==> config.mk <==
export PLATFORM = sky130hd
export DESIGN_NAME = u1_core
export DESIGN_NICKNAME = d
export VERILOG_FILES = /design/src/bus_pkg.sv /design/src/regmap_pkg.sv /design/src/wb_if.sv /design/src/wb_decode.sv /design/src/misc_regs.sv /design/src/settings_bus.sv /design/src/vita_timer.sv /design/src/readback_mux.sv /design/src/u1_core.sv
export VERILOG_INCLUDE_DIRS = /design/src
export SDC_FILE = /design/constraint.sdc
export NUM_CORES = 1
export LEC_CHECK = 0
export ABC_AREA = 0
export BUFFER_PORTS_ARGS = -buffer_cell sky130_fd_sc_hd__buf_2
export CORE_ASPECT_RATIO = 0.75
export CORE_MARGIN = 2
export CORE_UTILIZATION = 50
export CTS_CLUSTER_DIAMETER = 80
export DETAILED_ROUTE_END_ITERATION = 10
export PLACE_DENSITY = 0.69
export SLEW_MARGIN = 40
export SYNTH_ARGS = -nofsm -noshare
export SYNTH_HDL_FRONTEND = slang
export SYNTH_SLANG_ARGS = --single-unit
export TNS_END_PERCENT = 50
==> constraint.sdc <==
create_clock -name wb_clk -period 2.6 [get_ports wb_clk]
set_input_delay 0.26 -clock wb_clk [delete_from_list [all_inputs] [get_ports wb_clk]]
set_output_delay 0.26 -clock wb_clk [all_outputs]
set_load 0.01 [all_outputs]
==> src/core_cfg.svh <==
// widths are fixed for one 16-bit bus master with 11 address bits and 8-bit setting addresses
`ifndef CORE_CFG_SVH
`define CORE_CFG_SVH

// host bus
`define WB_AW          11    // address bits seen by the core
`define WB_DW          16    // data bits per transfer

// settings bus, two bus writes per setting
`define SET_AW         8
`define SET_DW         32

`define DECODE_W       4     // top address bits that pick a slave

// compatibility number, bump when the register map changes
`define COMPAT_MAJOR   9
`define COMPAT_MINOR   3

`define CGEN_CTRL_RST  3     // sync_b and ref_sel both high out of reset

`endif

==> src/bus_pkg.sv <==
// types follow core_cfg.svh; the slave select only knows the three slaves kept in this core
`default_nettype none
`include "core_cfg.svh"

package bus_pkg;

   typedef logic [`WB_AW-1:0]  wb_adr_t;
   typedef logic [`WB_DW-1:0]  wb_dat_t;

   typedef logic [`SET_AW-1:0] set_addr_t;
   typedef logic [`SET_DW-1:0] set_data_t;

   typedef logic [63:0]        vita_time_t;   // ticks of wb_clk

   // one entry per decoded slave, SEL_NONE covers the unused slots
   typedef enum logic [1:0] {SEL_MISC, SEL_READBACK, SEL_SETTINGS, SEL_NONE} slave_sel_e;

endpackage

`default_nettype wire

==> src/regmap_pkg.sv <==
// register map of the kept slaves only; setting addresses must fit the 8-bit setting address
`default_nettype none

package regmap_pkg;

   ///////////////////////////////////////////////////////////////////////
   // settings bus addresses
   typedef enum bus_pkg::set_addr_t
   {
      SR_TIME_HI    = 8'd42,   // upper time word, held until the low word
      SR_TIME_LO    = 8'd43,   // lower time word, loads the timer
      SR_REG_TEST32 = 8'd60
   } setting_addr_e;

   ///////////////////////////////////////////////////////////////////////
   // misc slave, offsets in address bits 6..0
   typedef enum logic [6:0]
   {
      REG_CGEN_CTRL = 7'd4,
      REG_CGEN_ST   = 7'd6,
      REG_TEST      = 7'd8
   } misc_reg_e;

   ///////////////////////////////////////////////////////////////////////
   // readback words, index in address bits 5..2; gaps read zero
   typedef enum logic [3:0]
   {
      RB_TIME_HI = 4'd0,
      RB_TIME_LO = 4'd1,
      RB_PPS_HI  = 4'd2,
      RB_PPS_LO  = 4'd3,
      RB_TEST32  = 4'd4,
      RB_COMPAT  = 4'd6
   } rb_word_e;

endpackage

`default_nettype wire

==> src/wb_if.sv <==
// purely combinational channel; a slave on it must ack in the same cycle as its stb
`timescale 1ns/10ps
`default_nettype none

interface wb_if;

   bus_pkg::wb_adr_t adr;
   bus_pkg::wb_dat_t dat_w;
   logic             we;
   logic             stb;     // already qualified with cyc and slave select
   logic             ack;
   bus_pkg::wb_dat_t dat_r;

   // decoder side
   modport decoder
   (
      output adr, dat_w, we, stb,
      input  ack, dat_r
   );

   // slave side
   modport slave
   (
      input  adr, dat_w, we, stb,
      output ack, dat_r
   );

endinterface

`default_nettype wire

==> src/wb_decode.sv <==
// single master, no back-pressure; unselected address slots never ack, so a master must time out
`timescale 1ns/10ps
`default_nettype none
`include "core_cfg.svh"

module wb_decode
(
   input  wire bus_pkg::wb_adr_t wb_adr_i,
   input  wire bus_pkg::wb_dat_t wb_dat_i,
   input  wire                   wb_we_i,
   input  wire                   wb_stb_i,
   input  wire                   wb_cyc_i,
   output bus_pkg::wb_dat_t      wb_dat_o,
   output logic                  wb_ack_o,
   wb_if.decoder                 misc_bus,
   wb_if.decoder                 rb_bus,
   wb_if.decoder                 set_bus
);

   bus_pkg::slave_sel_e  sel;
   logic [`DECODE_W-1:0] dec;   // top address bits
   logic                 req;

   assign dec = wb_adr_i[`WB_AW-1 -: `DECODE_W];
   assign req = wb_stb_i & wb_cyc_i;

   always_comb
   begin
      if (dec[`DECODE_W-1])
         sel = bus_pkg::SEL_SETTINGS;   // 8 to f all land on the settings bus
      else if (dec == 4'h0)
         sel = bus_pkg::SEL_MISC;
      else if (dec == 4'h7)
         sel = bus_pkg::SEL_READBACK;
      else
         sel = bus_pkg::SEL_NONE;
   end

   ///////////////////////////////////////////////////////////////////////
   // address and write data go to every slave, strobe only to one
   assign misc_bus.adr   = wb_adr_i;
   assign misc_bus.dat_w = wb_dat_i;
   assign misc_bus.we    = wb_we_i;
   assign misc_bus.stb   = req & (sel == bus_pkg::SEL_MISC);

   assign rb_bus.adr     = wb_adr_i;
   assign rb_bus.dat_w   = wb_dat_i;
   assign rb_bus.we      = wb_we_i;
   assign rb_bus.stb     = req & (sel == bus_pkg::SEL_READBACK);

   assign set_bus.adr    = wb_adr_i;
   assign set_bus.dat_w  = wb_dat_i;
   assign set_bus.we     = wb_we_i;
   assign set_bus.stb    = req & (sel == bus_pkg::SEL_SETTINGS);

   // return path
   always_comb
   begin
      case (sel)
         bus_pkg::SEL_MISC:
         begin
            wb_ack_o = misc_bus.ack;
            wb_dat_o = misc_bus.dat_r;
         end
         bus_pkg::SEL_READBACK:
         begin
            wb_ack_o = rb_bus.ack;
            wb_dat_o = rb_bus.dat_r;
         end
         bus_pkg::SEL_SETTINGS:
         begin
            wb_ack_o = set_bus.ack;
            wb_dat_o = set_bus.dat_r;
         end
         default:
         begin
            wb_ack_o = 1'b0;            // empty slot, no ack
            wb_dat_o = '0;
         end
      endcase
   end

endmodule

`default_nettype wire

==> src/misc_regs.sv <==
// clock-generator status inputs are read as-is and must already be stable in the wb_clk domain
`timescale 1ns/10ps
`default_nettype none
`include "core_cfg.svh"

module misc_regs
(
   input  wire  wb_clk,
   input  wire  wb_rst,
   wb_if.slave  bus,
   input  wire  cgen_st_status_i,
   input  wire  cgen_st_ld_i,
   input  wire  cgen_st_refmon_i,
   output logic cgen_sync_b_o,
   output logic cgen_ref_sel_o
);

   bus_pkg::wb_dat_t reg_cgen_ctrl;   // bit 1 sync_b, bit 0 ref_sel
   bus_pkg::wb_dat_t reg_test;
   logic [6:0]       offs;

   assign offs    = bus.adr[6:0];
   assign bus.ack = bus.stb;          // zero wait state

   always_ff @(posedge wb_clk)
   begin
      if (wb_rst)
      begin
         reg_cgen_ctrl <= bus_pkg::wb_dat_t'(`CGEN_CTRL_RST);
         reg_test      <= '0;
      end
      else if (bus.stb && bus.we)
      begin
         case (offs)
            regmap_pkg::REG_CGEN_CTRL: reg_cgen_ctrl <= bus.dat_w;
            regmap_pkg::REG_TEST:      reg_test      <= bus.dat_w;
            default:                   ;   // other offsets ignore writes
         endcase
      end
   end

   assign cgen_sync_b_o  = reg_cgen_ctrl[1];
   assign cgen_ref_sel_o = reg_cgen_ctrl[0];

   // read side
   always_comb
   begin
      case (offs)
         regmap_pkg::REG_CGEN_CTRL: bus.dat_r = reg_cgen_ctrl;
         regmap_pkg::REG_CGEN_ST:
            bus.dat_r = {{(`WB_DW-3){1'b0}}, cgen_st_status_i, cgen_st_ld_i, cgen_st_refmon_i};
         regmap_pkg::REG_TEST:      bus.dat_r = reg_test;
         default:                   bus.dat_r = 16'hBEEF;   // marks an unmapped offset
      endcase
   end

endmodule

`default_nettype wire

==> src/settings_bus.sv <==
// write the low half first, the high half fires the setting; reads return zero and set_stb lasts one cycle
`timescale 1ns/10ps
`default_nettype none

module settings_bus
(
   input  wire                  wb_clk,
   input  wire                  wb_rst,
   wb_if.slave                  bus,
   output logic                 set_stb_o,
   output bus_pkg::set_addr_t   set_addr_o,
   output bus_pkg::set_data_t   set_data_o
);

   bus_pkg::wb_dat_t lo_q;    // low half waiting for its high half
   logic             wr_lo;
   logic             wr_hi;

   assign bus.ack   = bus.stb;
   assign bus.dat_r = '0;     // write-only slave

   assign wr_lo = bus.stb & bus.we & ~bus.adr[1];
   assign wr_hi = bus.stb & bus.we &  bus.adr[1];

   always_ff @(posedge wb_clk)
   begin
      if (wr_lo)
         lo_q <= bus.dat_w;
   end

   // strobe is the only control state here
   always_ff @(posedge wb_clk)
   begin
      if (wb_rst)
         set_stb_o <= 1'b0;
      else
         set_stb_o <= wr_hi;
   end

   always_ff @(posedge wb_clk)
   begin
      if (wr_hi)
      begin
         set_addr_o <= bus.adr[9:2];          // one setting per 4 byte addresses
         set_data_o <= {bus.dat_w, lo_q};     // little endian pair
      end
   end

endmodule

`default_nettype wire

==> src/vita_timer.sv <==
// a time load acts at once (no wait for pps); the pps latch lags pps_i by three wb_clk edges
`timescale 1ns/10ps
`default_nettype none

module vita_timer
(
   input  wire                        wb_clk,
   input  wire                        wb_rst,
   input  wire                        set_stb_i,
   input  wire bus_pkg::set_addr_t    set_addr_i,
   input  wire bus_pkg::set_data_t    set_data_i,
   input  wire                        pps_i,
   output bus_pkg::vita_time_t        vita_time_o,
   output bus_pkg::vita_time_t        vita_time_pps_o
);

   bus_pkg::set_data_t time_hi_q;   // upper word, used on the next low-word load
   logic [2:0]         pps_sync;    // two sync flops, then the previous value
   logic               pps_edge;
   logic               ld_hi;
   logic               ld_lo;

   assign ld_hi = set_stb_i && (set_addr_i == regmap_pkg::SR_TIME_HI);
   assign ld_lo = set_stb_i && (set_addr_i == regmap_pkg::SR_TIME_LO);

   always_ff @(posedge wb_clk)
   begin
      if (ld_hi)
         time_hi_q <= set_data_i;
   end

   ///////////////////////////////////////////////////////////////////////
   // free-running time
   always_ff @(posedge wb_clk)
   begin
      if (wb_rst)
         vita_time_o <= '0;
      else if (ld_lo)
         vita_time_o <= {time_hi_q, set_data_i};
      else
         vita_time_o <= vita_time_o + 64'd1;
   end

   ///////////////////////////////////////////////////////////////////////
   // pps synchronizer and rising edge
   always_ff @(posedge wb_clk)
   begin
      if (wb_rst)
      begin
         pps_sync <= '0;
         pps_edge <= 1'b0;
      end
      else
      begin
         pps_sync <= {pps_sync[1:0], pps_i};
         pps_edge <= pps_sync[1] & ~pps_sync[2];   // one pulse per rising edge
      end
   end

   always_ff @(posedge wb_clk)
   begin
      if (pps_edge)
         vita_time_pps_o <= vita_time_o;   // held until the next pps
   end

endmodule

`default_nettype wire

==> src/readback_mux.sv <==
// read the low half first, it latches the word; a high half read alone returns the last latched word
`timescale 1ns/10ps
`default_nettype none
`include "core_cfg.svh"

module readback_mux
(
   input  wire                        wb_clk,
   input  wire                        wb_rst,
   wb_if.slave                        bus,
   input  wire                        set_stb_i,
   input  wire bus_pkg::set_addr_t    set_addr_i,
   input  wire bus_pkg::set_data_t    set_data_i,
   input  wire bus_pkg::vita_time_t   vita_time_i,
   input  wire bus_pkg::vita_time_t   vita_time_pps_i
);

   bus_pkg::set_data_t reg_test32;
   bus_pkg::set_data_t compat;       // major high, minor low
   bus_pkg::set_data_t word_sel;
   bus_pkg::set_data_t word_hold;    // keeps both halves of one word coherent

   assign compat = {bus_pkg::wb_dat_t'(`COMPAT_MAJOR), bus_pkg::wb_dat_t'(`COMPAT_MINOR)};

   always_ff @(posedge wb_clk)
   begin
      if (wb_rst)
         reg_test32 <= '0;
      else if (set_stb_i && (set_addr_i == regmap_pkg::SR_REG_TEST32))
         reg_test32 <= set_data_i;
   end

   always_comb
   begin
      case (bus.adr[5:2])
         regmap_pkg::RB_TIME_HI: word_sel = vita_time_i[63:32];
         regmap_pkg::RB_TIME_LO: word_sel = vita_time_i[31:0];
         regmap_pkg::RB_PPS_HI:  word_sel = vita_time_pps_i[63:32];
         regmap_pkg::RB_PPS_LO:  word_sel = vita_time_pps_i[31:0];
         regmap_pkg::RB_TEST32:  word_sel = reg_test32;
         regmap_pkg::RB_COMPAT:  word_sel = compat;
         default:                word_sel = '0;
      endcase
   end

   always_ff @(posedge wb_clk)
   begin
      if (bus.stb && !bus.we && !bus.adr[1])
         word_hold <= word_sel;
   end

   assign bus.ack   = bus.stb;
   assign bus.dat_r = bus.adr[1] ? word_hold[31:16] : word_sel[15:0];

endmodule

`default_nettype wire

==> src/u1_core.sv <==
// register side only, all in wb_clk; pps_i may be asynchronous, the status inputs must not be
`timescale 1ns/10ps
`default_nettype none

module u1_core
(
   input  wire                   wb_clk,
   input  wire                   wb_rst,
   // host bus
   input  wire bus_pkg::wb_adr_t wb_adr_i,
   input  wire bus_pkg::wb_dat_t wb_dat_i,
   input  wire                   wb_we_i,
   input  wire                   wb_stb_i,
   input  wire                   wb_cyc_i,
   output bus_pkg::wb_dat_t      wb_dat_o,
   output logic                  wb_ack_o,
   // clock generator
   input  wire                   cgen_st_status_i,
   input  wire                   cgen_st_ld_i,
   input  wire                   cgen_st_refmon_i,
   output logic                  cgen_sync_b_o,
   output logic                  cgen_ref_sel_o,
   input  wire                   pps_i
);

   logic                set_stb;
   bus_pkg::set_addr_t  set_addr;
   bus_pkg::set_data_t  set_data;
   bus_pkg::vita_time_t vita_time;
   bus_pkg::vita_time_t vita_time_pps;

   wb_if misc_bus ();   // slot 0
   wb_if rb_bus   ();   // slot 7
   wb_if set_bus  ();   // slots 8 to f

   wb_decode u_decode
   (
      .wb_adr_i (wb_adr_i), .wb_dat_i (wb_dat_i), .wb_we_i  (wb_we_i),
      .wb_stb_i (wb_stb_i), .wb_cyc_i (wb_cyc_i),
      .wb_dat_o (wb_dat_o), .wb_ack_o (wb_ack_o),
      .misc_bus (misc_bus), .rb_bus   (rb_bus),   .set_bus  (set_bus)
   );

   misc_regs u_misc
   (
      .wb_clk (wb_clk), .wb_rst (wb_rst), .bus (misc_bus),
      .cgen_st_status_i (cgen_st_status_i), .cgen_st_ld_i (cgen_st_ld_i),
      .cgen_st_refmon_i (cgen_st_refmon_i),
      .cgen_sync_b_o    (cgen_sync_b_o),    .cgen_ref_sel_o (cgen_ref_sel_o)
   );

   settings_bus u_settings
   (
      .wb_clk (wb_clk), .wb_rst (wb_rst), .bus (set_bus),
      .set_stb_o (set_stb), .set_addr_o (set_addr), .set_data_o (set_data)
   );

   readback_mux u_readback
   (
      .wb_clk (wb_clk), .wb_rst (wb_rst), .bus (rb_bus),
      .set_stb_i (set_stb), .set_addr_i (set_addr), .set_data_i (set_data),
      .vita_time_i (vita_time), .vita_time_pps_i (vita_time_pps)
   );

   vita_timer u_timer
   (
      .wb_clk (wb_clk), .wb_rst (wb_rst),
      .set_stb_i (set_stb), .set_addr_i (set_addr), .set_data_i (set_data),
      .pps_i (pps_i),
      .vita_time_o (vita_time), .vita_time_pps_o (vita_time_pps)
   );

endmodule

`default_nettype wire

Word level (Yosys, flattened, before mapping)
Index checks and enable logic that the tools add are counted.
{ "op_classes": {"addsub": 1, "eq_ne": 14, "muxes": 9, "bitwise_logic": 10, "n_reduce_logical": 13} }
{ "ops": {"columns": ["op", "count"], "rows": [
  ["32-bit one-hot mux with 6 select lines", 1],
  ["64-bit by 1-bit adder with 64-bit output (second input constant)", 1],
  ["64-bit two-way mux", 1],
  ["16-bit one-hot mux with 3 select lines", 1],
  ["16-bit one-hot mux with 2 select lines", 1],
  ["8-bit by 6-bit == test with 1-bit output (second input constant)", 3],
  ["16-bit two-way mux", 1],
  ["7-bit by 3-bit == test with 1-bit output (second input constant)", 2],
  ["4-bit by 3-bit == test with 1-bit output (second input constant)", 3],
  ["1-bit bitwise AND", 8],
  ["4-bit by 2-bit == test with 1-bit output (second input constant)", 2],
  ["4-bit logical NOT", 2],
  ["7-bit by 4-bit == test with 1-bit output (second input constant)", 1],
  ["1-bit logical AND", 6],
  ["2-bit two-way mux", 3],
  ["4-bit by 1-bit == test with 1-bit output (second input constant)", 1],
  ["2-bit AND reduction", 2],
  ["1-bit one-hot mux with 3 select lines", 1],
  ["2-bit by 1-bit == test with 1-bit output (second input constant)", 1],
  ["2-bit == test (second input constant)", 1],
  ["1-bit logical NOT", 2],
  ["2-bit logical NOT", 1],
  ["1-bit inverter", 2]
]} }
{ "word_totals": {"regBits": 317, "elab_cells": 60} }

Logic depth before layout (Yosys ltp)
{ "depth": {"ltp_word": 8, "depth_mapped": 8, "ltp_nobuf": 6} }

Modules after synthesis
Synthesis repeated with hierarchy kept, for this count alone.
{ "hier_totals": {"cells_unflattened": 1435, "area_unflattened_um2": 15198.3} }
{ "by_module_without_submodules": {"columns": ["module", "n_inst", "cells_per_inst", "area_per_inst_um2", "seq_area_each_um2"], "rows": [
  ["vita_timer", 1, 578, 6814.0, 4244.1],
  ["readback_mux", 1, 393, 3647.2, 1121.1],
  ["settings_bus", 1, 78, 1860.5, 1701.6],
  ["misc_regs", 1, 223, 1775.5, 640.6],
  ["wb_decode", 1, 163, 1101.1, 0.0]
]} }

Worst setup path after synthesis
Ideal clock, no wire load.
{ "synth_path": {"kind": "reg-to-reg", "start": "register u_settings.set_addr_o[0]", "end": "register u_timer.time_hi_q[0], enable pin", "arrival_time_ps": 2422, "required_time_ps": 2179, "setup_slack_ps": -243, "stages_incl_launch_ff": 3, "n_path_buf": 0, "synth_period_minus_slack_ps": 2843, "cell_sequence": "edfxtp_1 -> or4b_2 -> nor2_1"} }
{ "synth_between": {"elab_chain_cells": 2} }
{ "synth_rtl": {"columns": ["element", "line", "source"], "rows": [
  ["from (decl)", "settings_bus.sv:11", "output bus_pkg::set_addr_t set_addr_o,"],
  ["from (signal assigned)", "settings_bus.sv:44", "set_addr_o <= bus.adr[9:2];"],
  ["8-bit by 6-bit == test with 1-bit output", "vita_timer.sv:23", "assign ld_hi = set_stb_i && (set_addr_i == regmap_pkg::SR_TIME_HI);"],
  ["1-bit logical AND", "vita_timer.sv:23", null],
  ["named net u_timer.ld_hi", "vita_timer.sv:20", "logic ld_hi;"],
  ["to (signal assigned)", "vita_timer.sv:29", "time_hi_q <= set_data_i;"],
  ["to (decl)", "vita_timer.sv:17", "bus_pkg::set_data_t time_hi_q;"]
]} }
The timed path passes the listed nets, and every way through them passes these cells.
A chain may end at the register's enable or synchronous reset.

Final worst setup path
{ "layout_path": {"start": "register u_timer.vita_time_o[9]", "end": "register u_timer.vita_time_o[40]"} }
{ "layout_between": {"elab_chain_cells": 2} }
{ "layout_rtl": {"columns": ["element", "line", "source"], "rows": [
  ["from (decl)", "vita_timer.sv:13", "output bus_pkg::vita_time_t vita_time_o,"],
  ["from (signal assigned)", "vita_timer.sv:39", "vita_time_o <= {time_hi_q, set_data_i};"],
  ["from (signal assigned)", "vita_timer.sv:41", "vita_time_o <= vita_time_o + 64'd1;"],
  ["64-bit by 1-bit adder with 64-bit output", "vita_timer.sv:41", null],
  ["64-bit two-way mux", "vita_timer.sv:38", "else if (ld_lo)"]
]} }
No other way between the ends.

==> flow_summary_export.csv <==
group,metric,value,unit
placed_design,io_buffers,54,
run,max_cap_viol_count,0,
layout,regArea,0.00771,sq mm
layout,layout.nets,1241,
clocking,cts_buffers,29,
logic_synthesis,yosysSeqAreaShare,62.5,%
power,powerDensity,663,mW/mm^2
grt,grtUsageMet2,37.4,%
sta,period_needed,2470,ps
grt,grt_pass1_vias,9055,
logic_synthesis,yosysTopAreaCellShare,40.9,%
drt,wl_per_cell,22.4,um
critical_path,crit_required,3060,ps
critical_path,crit_fanout,7,
placed_design,gp_congestion,0.851,
placed_design,dp_slack,41.1,ps
logic_synthesis,synthCells,1111,
sta,finalMaxSlewViolations,0,
logic_synthesis,synth_commonest_cells,"nand2_1 (188), edfxtp_1 (168), dfxtp_1 (133)",
hold_path,hp-class,"in -> reg",
logic_synthesis,synth.area.top_cells,"edfxtp_1 (41%), dfxtp_1 (22%), nand2_1 (5.7%)",
grt,grt-busiest-layer,"met1",
placed_design,dp_hpwl,22700,um
critical_path,arrival,2930,ps
die,die_x,185,um
drt,wl,34900,um
grt,grt-ovfl-total,0,
sta,tightest_slew,661,ps
logic_synthesis,synthArstFlopShare,0,%
grt,grt_util_all_layers,27.1,%
power,power.total,9640,uW
sta,setup_viol,0,
sta,hold_viol,0,
sta,fin_setup_tns,0,ps
sta,fin_hold_ws,26.8,ps
layout,fin_util,60.4,%
power,leakagePower,0.00477,uW
grt,grt_util_met3,8.06,%
clocking,root_buffer,"clkbuf_16",
die,num_rows,49,
drt,ant_nets,0,
drt,initialDrtViolationCount,1329,
logic_synthesis,synth.avg_cell_area,11.1,sq um
logic_synthesis,synth_nets,1148,
die,core,0.0241,sq mm
clocking,clkSlewWorstSetupHoldPaths,60,ps
status,status,"completed",
clocking,cts.sinks,301,
die,ioPinCount,55,
critical_path,start_kind,"flop",
drt,viasPerCell,6.26,
die,die_h,140,um
logic_synthesis,yosysWarnings,0,
layout,layout-drive-gt1-share,14.5,%
critical_path,max_stage_delay,540,ps
die,die-area,0.0259,sq mm
sta,max_freq,405,MHz
sta,skew,7.81,ps
layout,multi_input_comb_area,0.00438,sq mm
grt,use_met1,42.2,%
layout,n_fill_cell,1911,
critical_path,end_kind,"flop",
sta,grt_setup_unrepaired,"no",
layout,area_delta_synth_final,18.0,%
clocking,cts.path.max_buffers,3,
clocking,cts_tree,"yes",
logic_synthesis,netlist_area,0.0123,sq mm
logic_synthesis,synth-seq-cells,301,
logic_synthesis,synth_cell_types,49,
logic_synthesis,ys.flop_type,"edfxtp_1",
layout,n_antenna_cell,0,
logic_synthesis,synth_top_area_cell,"edfxtp_1",
grt,grt_max_degree,124,
drt,drc_errors,0,
sta,finalCritPeriodShare,94.9,%
power,irDropWorstVdd,506,uV
sta,maxSlewHeadroom,55.9,%
critical_path,worst_path_max_delay_cell,"nor4_4",
clocking,htreeDepth,1,
drt,drt-pass1-iter-count,5,
clocking,clkLatencyLatePin,550,ps
sta,finalWorstSetupSlack,132,ps
critical_path,path_class,"reg -> reg",
grt,grt_pass1_wl,53500,um
logic_synthesis,synth_most_common_cell,"nand2_1",
die,start_util,51.2,%
grt,antenna_found_initial,0,
critical_path,path_cells,"nand3_1, nor4_4, nand4_1, buf_4, or3_1, a311oi_1",
drt,num_vias,9749,
logic_synthesis,synth_edf_count,168,
-- power by group --
group	internal (uW)	switching [uW]	leakage (uW)
clock	2530	1790	0.000472
combinational	96.7	179	0.00168
sequential	5030	22.1	0.00262
total	7660	1990	0.00477
-- cells by family after synthesis --
logic type	share of synthesized area [%]
DFF	62.5
buffers and inverters	2.57
xor gates and xnor gates	2.27
and+or+nand+nor	16.9
AOI/OAI and AO/OA	15.7
adders and majority gates	0.101
-- area by class of cell --
type                       count  area share [%]
sequential                   301            53.0
multi-input combinational    728            30.1
timing repair buffer         133            7.00
clock buffer                  37            5.40
tap                          331            2.85
clock inverter                17            1.32
inverter                      11           0.284
-- cells in the final DEF (no fill, tap or decap), types with 5 or more instances in the layout --
cell type / netlist / final
nand2_1: 188 / 188
edfxtp_1: 168 / 168
dfxtp_1: 133 / 132
nor2_1: 85 / 83
a21oi_1: 75 / 75
buf_2: 7 / 53
buf_4: 0 / 51
a22oi_1: 46 / 46
nand3_1: 37 / 37
a211oi_1: 34 / 34
clkbuf_16: 0 / 29
a222oi_1: 28 / 28
nand4_1: 28 / 28
a311oi_1: 27 / 27
dlygate4sd3_1: 0 / 21
xor2_1: 20 / 20
or4_1: 18 / 18
o31ai_1: 16 / 16
or3_1: 13 / 13
xnor2_1: 12 / 12
inv_1: 11 / 11
nor3_1: 10 / 9
a21o_1: 9 / 9
o21ai_0: 9 / 9
buf_12: 0 / 8
nor4_1: 8 / 6
and2_1: 6 / 6
a221oi_1: 5 / 5
nor2b_1: 5 / 5
clkbuf_1: 60 / 5
clkinv_2: 0 / 5
-- final timing paths --
kind	startpoint	to	slack (ps)	depth (start not counted)
min	wb_adr_i[3]	u_settings.set_addr_o[1]	30	1
max reg2reg	u_timer.vita_time_o[9]	u_timer.vita_time_o[40]	130	6
min reg2reg	u_timer.pps_sync[2]	u_timer.pps_edge	380	1
max	u_timer.vita_time_o[9]	u_timer.vita_time_o[40]	130	6
-- worst max-delay path: cells and delay by family, from the launching register on --
family                 cells  cell delay [ps]
DFF                        1              480
and+or+nand+nor            4             1390
buffers and inverters      1              250
AOI/OAI and AO/OA          1              250
-- what timing repair did --
action,in CTS,in global routing
hold buffers,21,0
buffers inserted,0,1
resized for setup,0,2
hold endpoints to repair,62,0
endpoints found under the setup margin,0,14
-- metal layers --
layer	routed length, um	vias up
met5	0	-
met2	14300	499
met1	15300	4780
met4	611	0
met3	4640	53
li1	-	4417
-- sequential cells by signal (all words and copies together) (netlist names) --
signal,count
u_timer.vita_time_o,64
u_timer.vita_time_pps_o,64
u_readback.reg_test32,32
u_settings.set_data_o,32
u_timer.time_hi_q,32
u_misc.reg_cgen_ctrl,16
u_misc.reg_test,16
u_readback.word_hold,16
u_settings.lo_q,16
u_settings.set_addr_o,8
u_timer.pps_sync,3
u_settings.set_stb_o,1
u_timer.pps_edge,1
-- through the flow --
step,std cells,cell area [sq um]
2_1_floorplan,1111,12300
3_3_place_gp,1482,13300
3_5_place_dp,1482,13300
4_1_cts,1557,14500
5_1_grt,1558,14500
6_report,1558,14500
(Power assumes the default switching activity.)
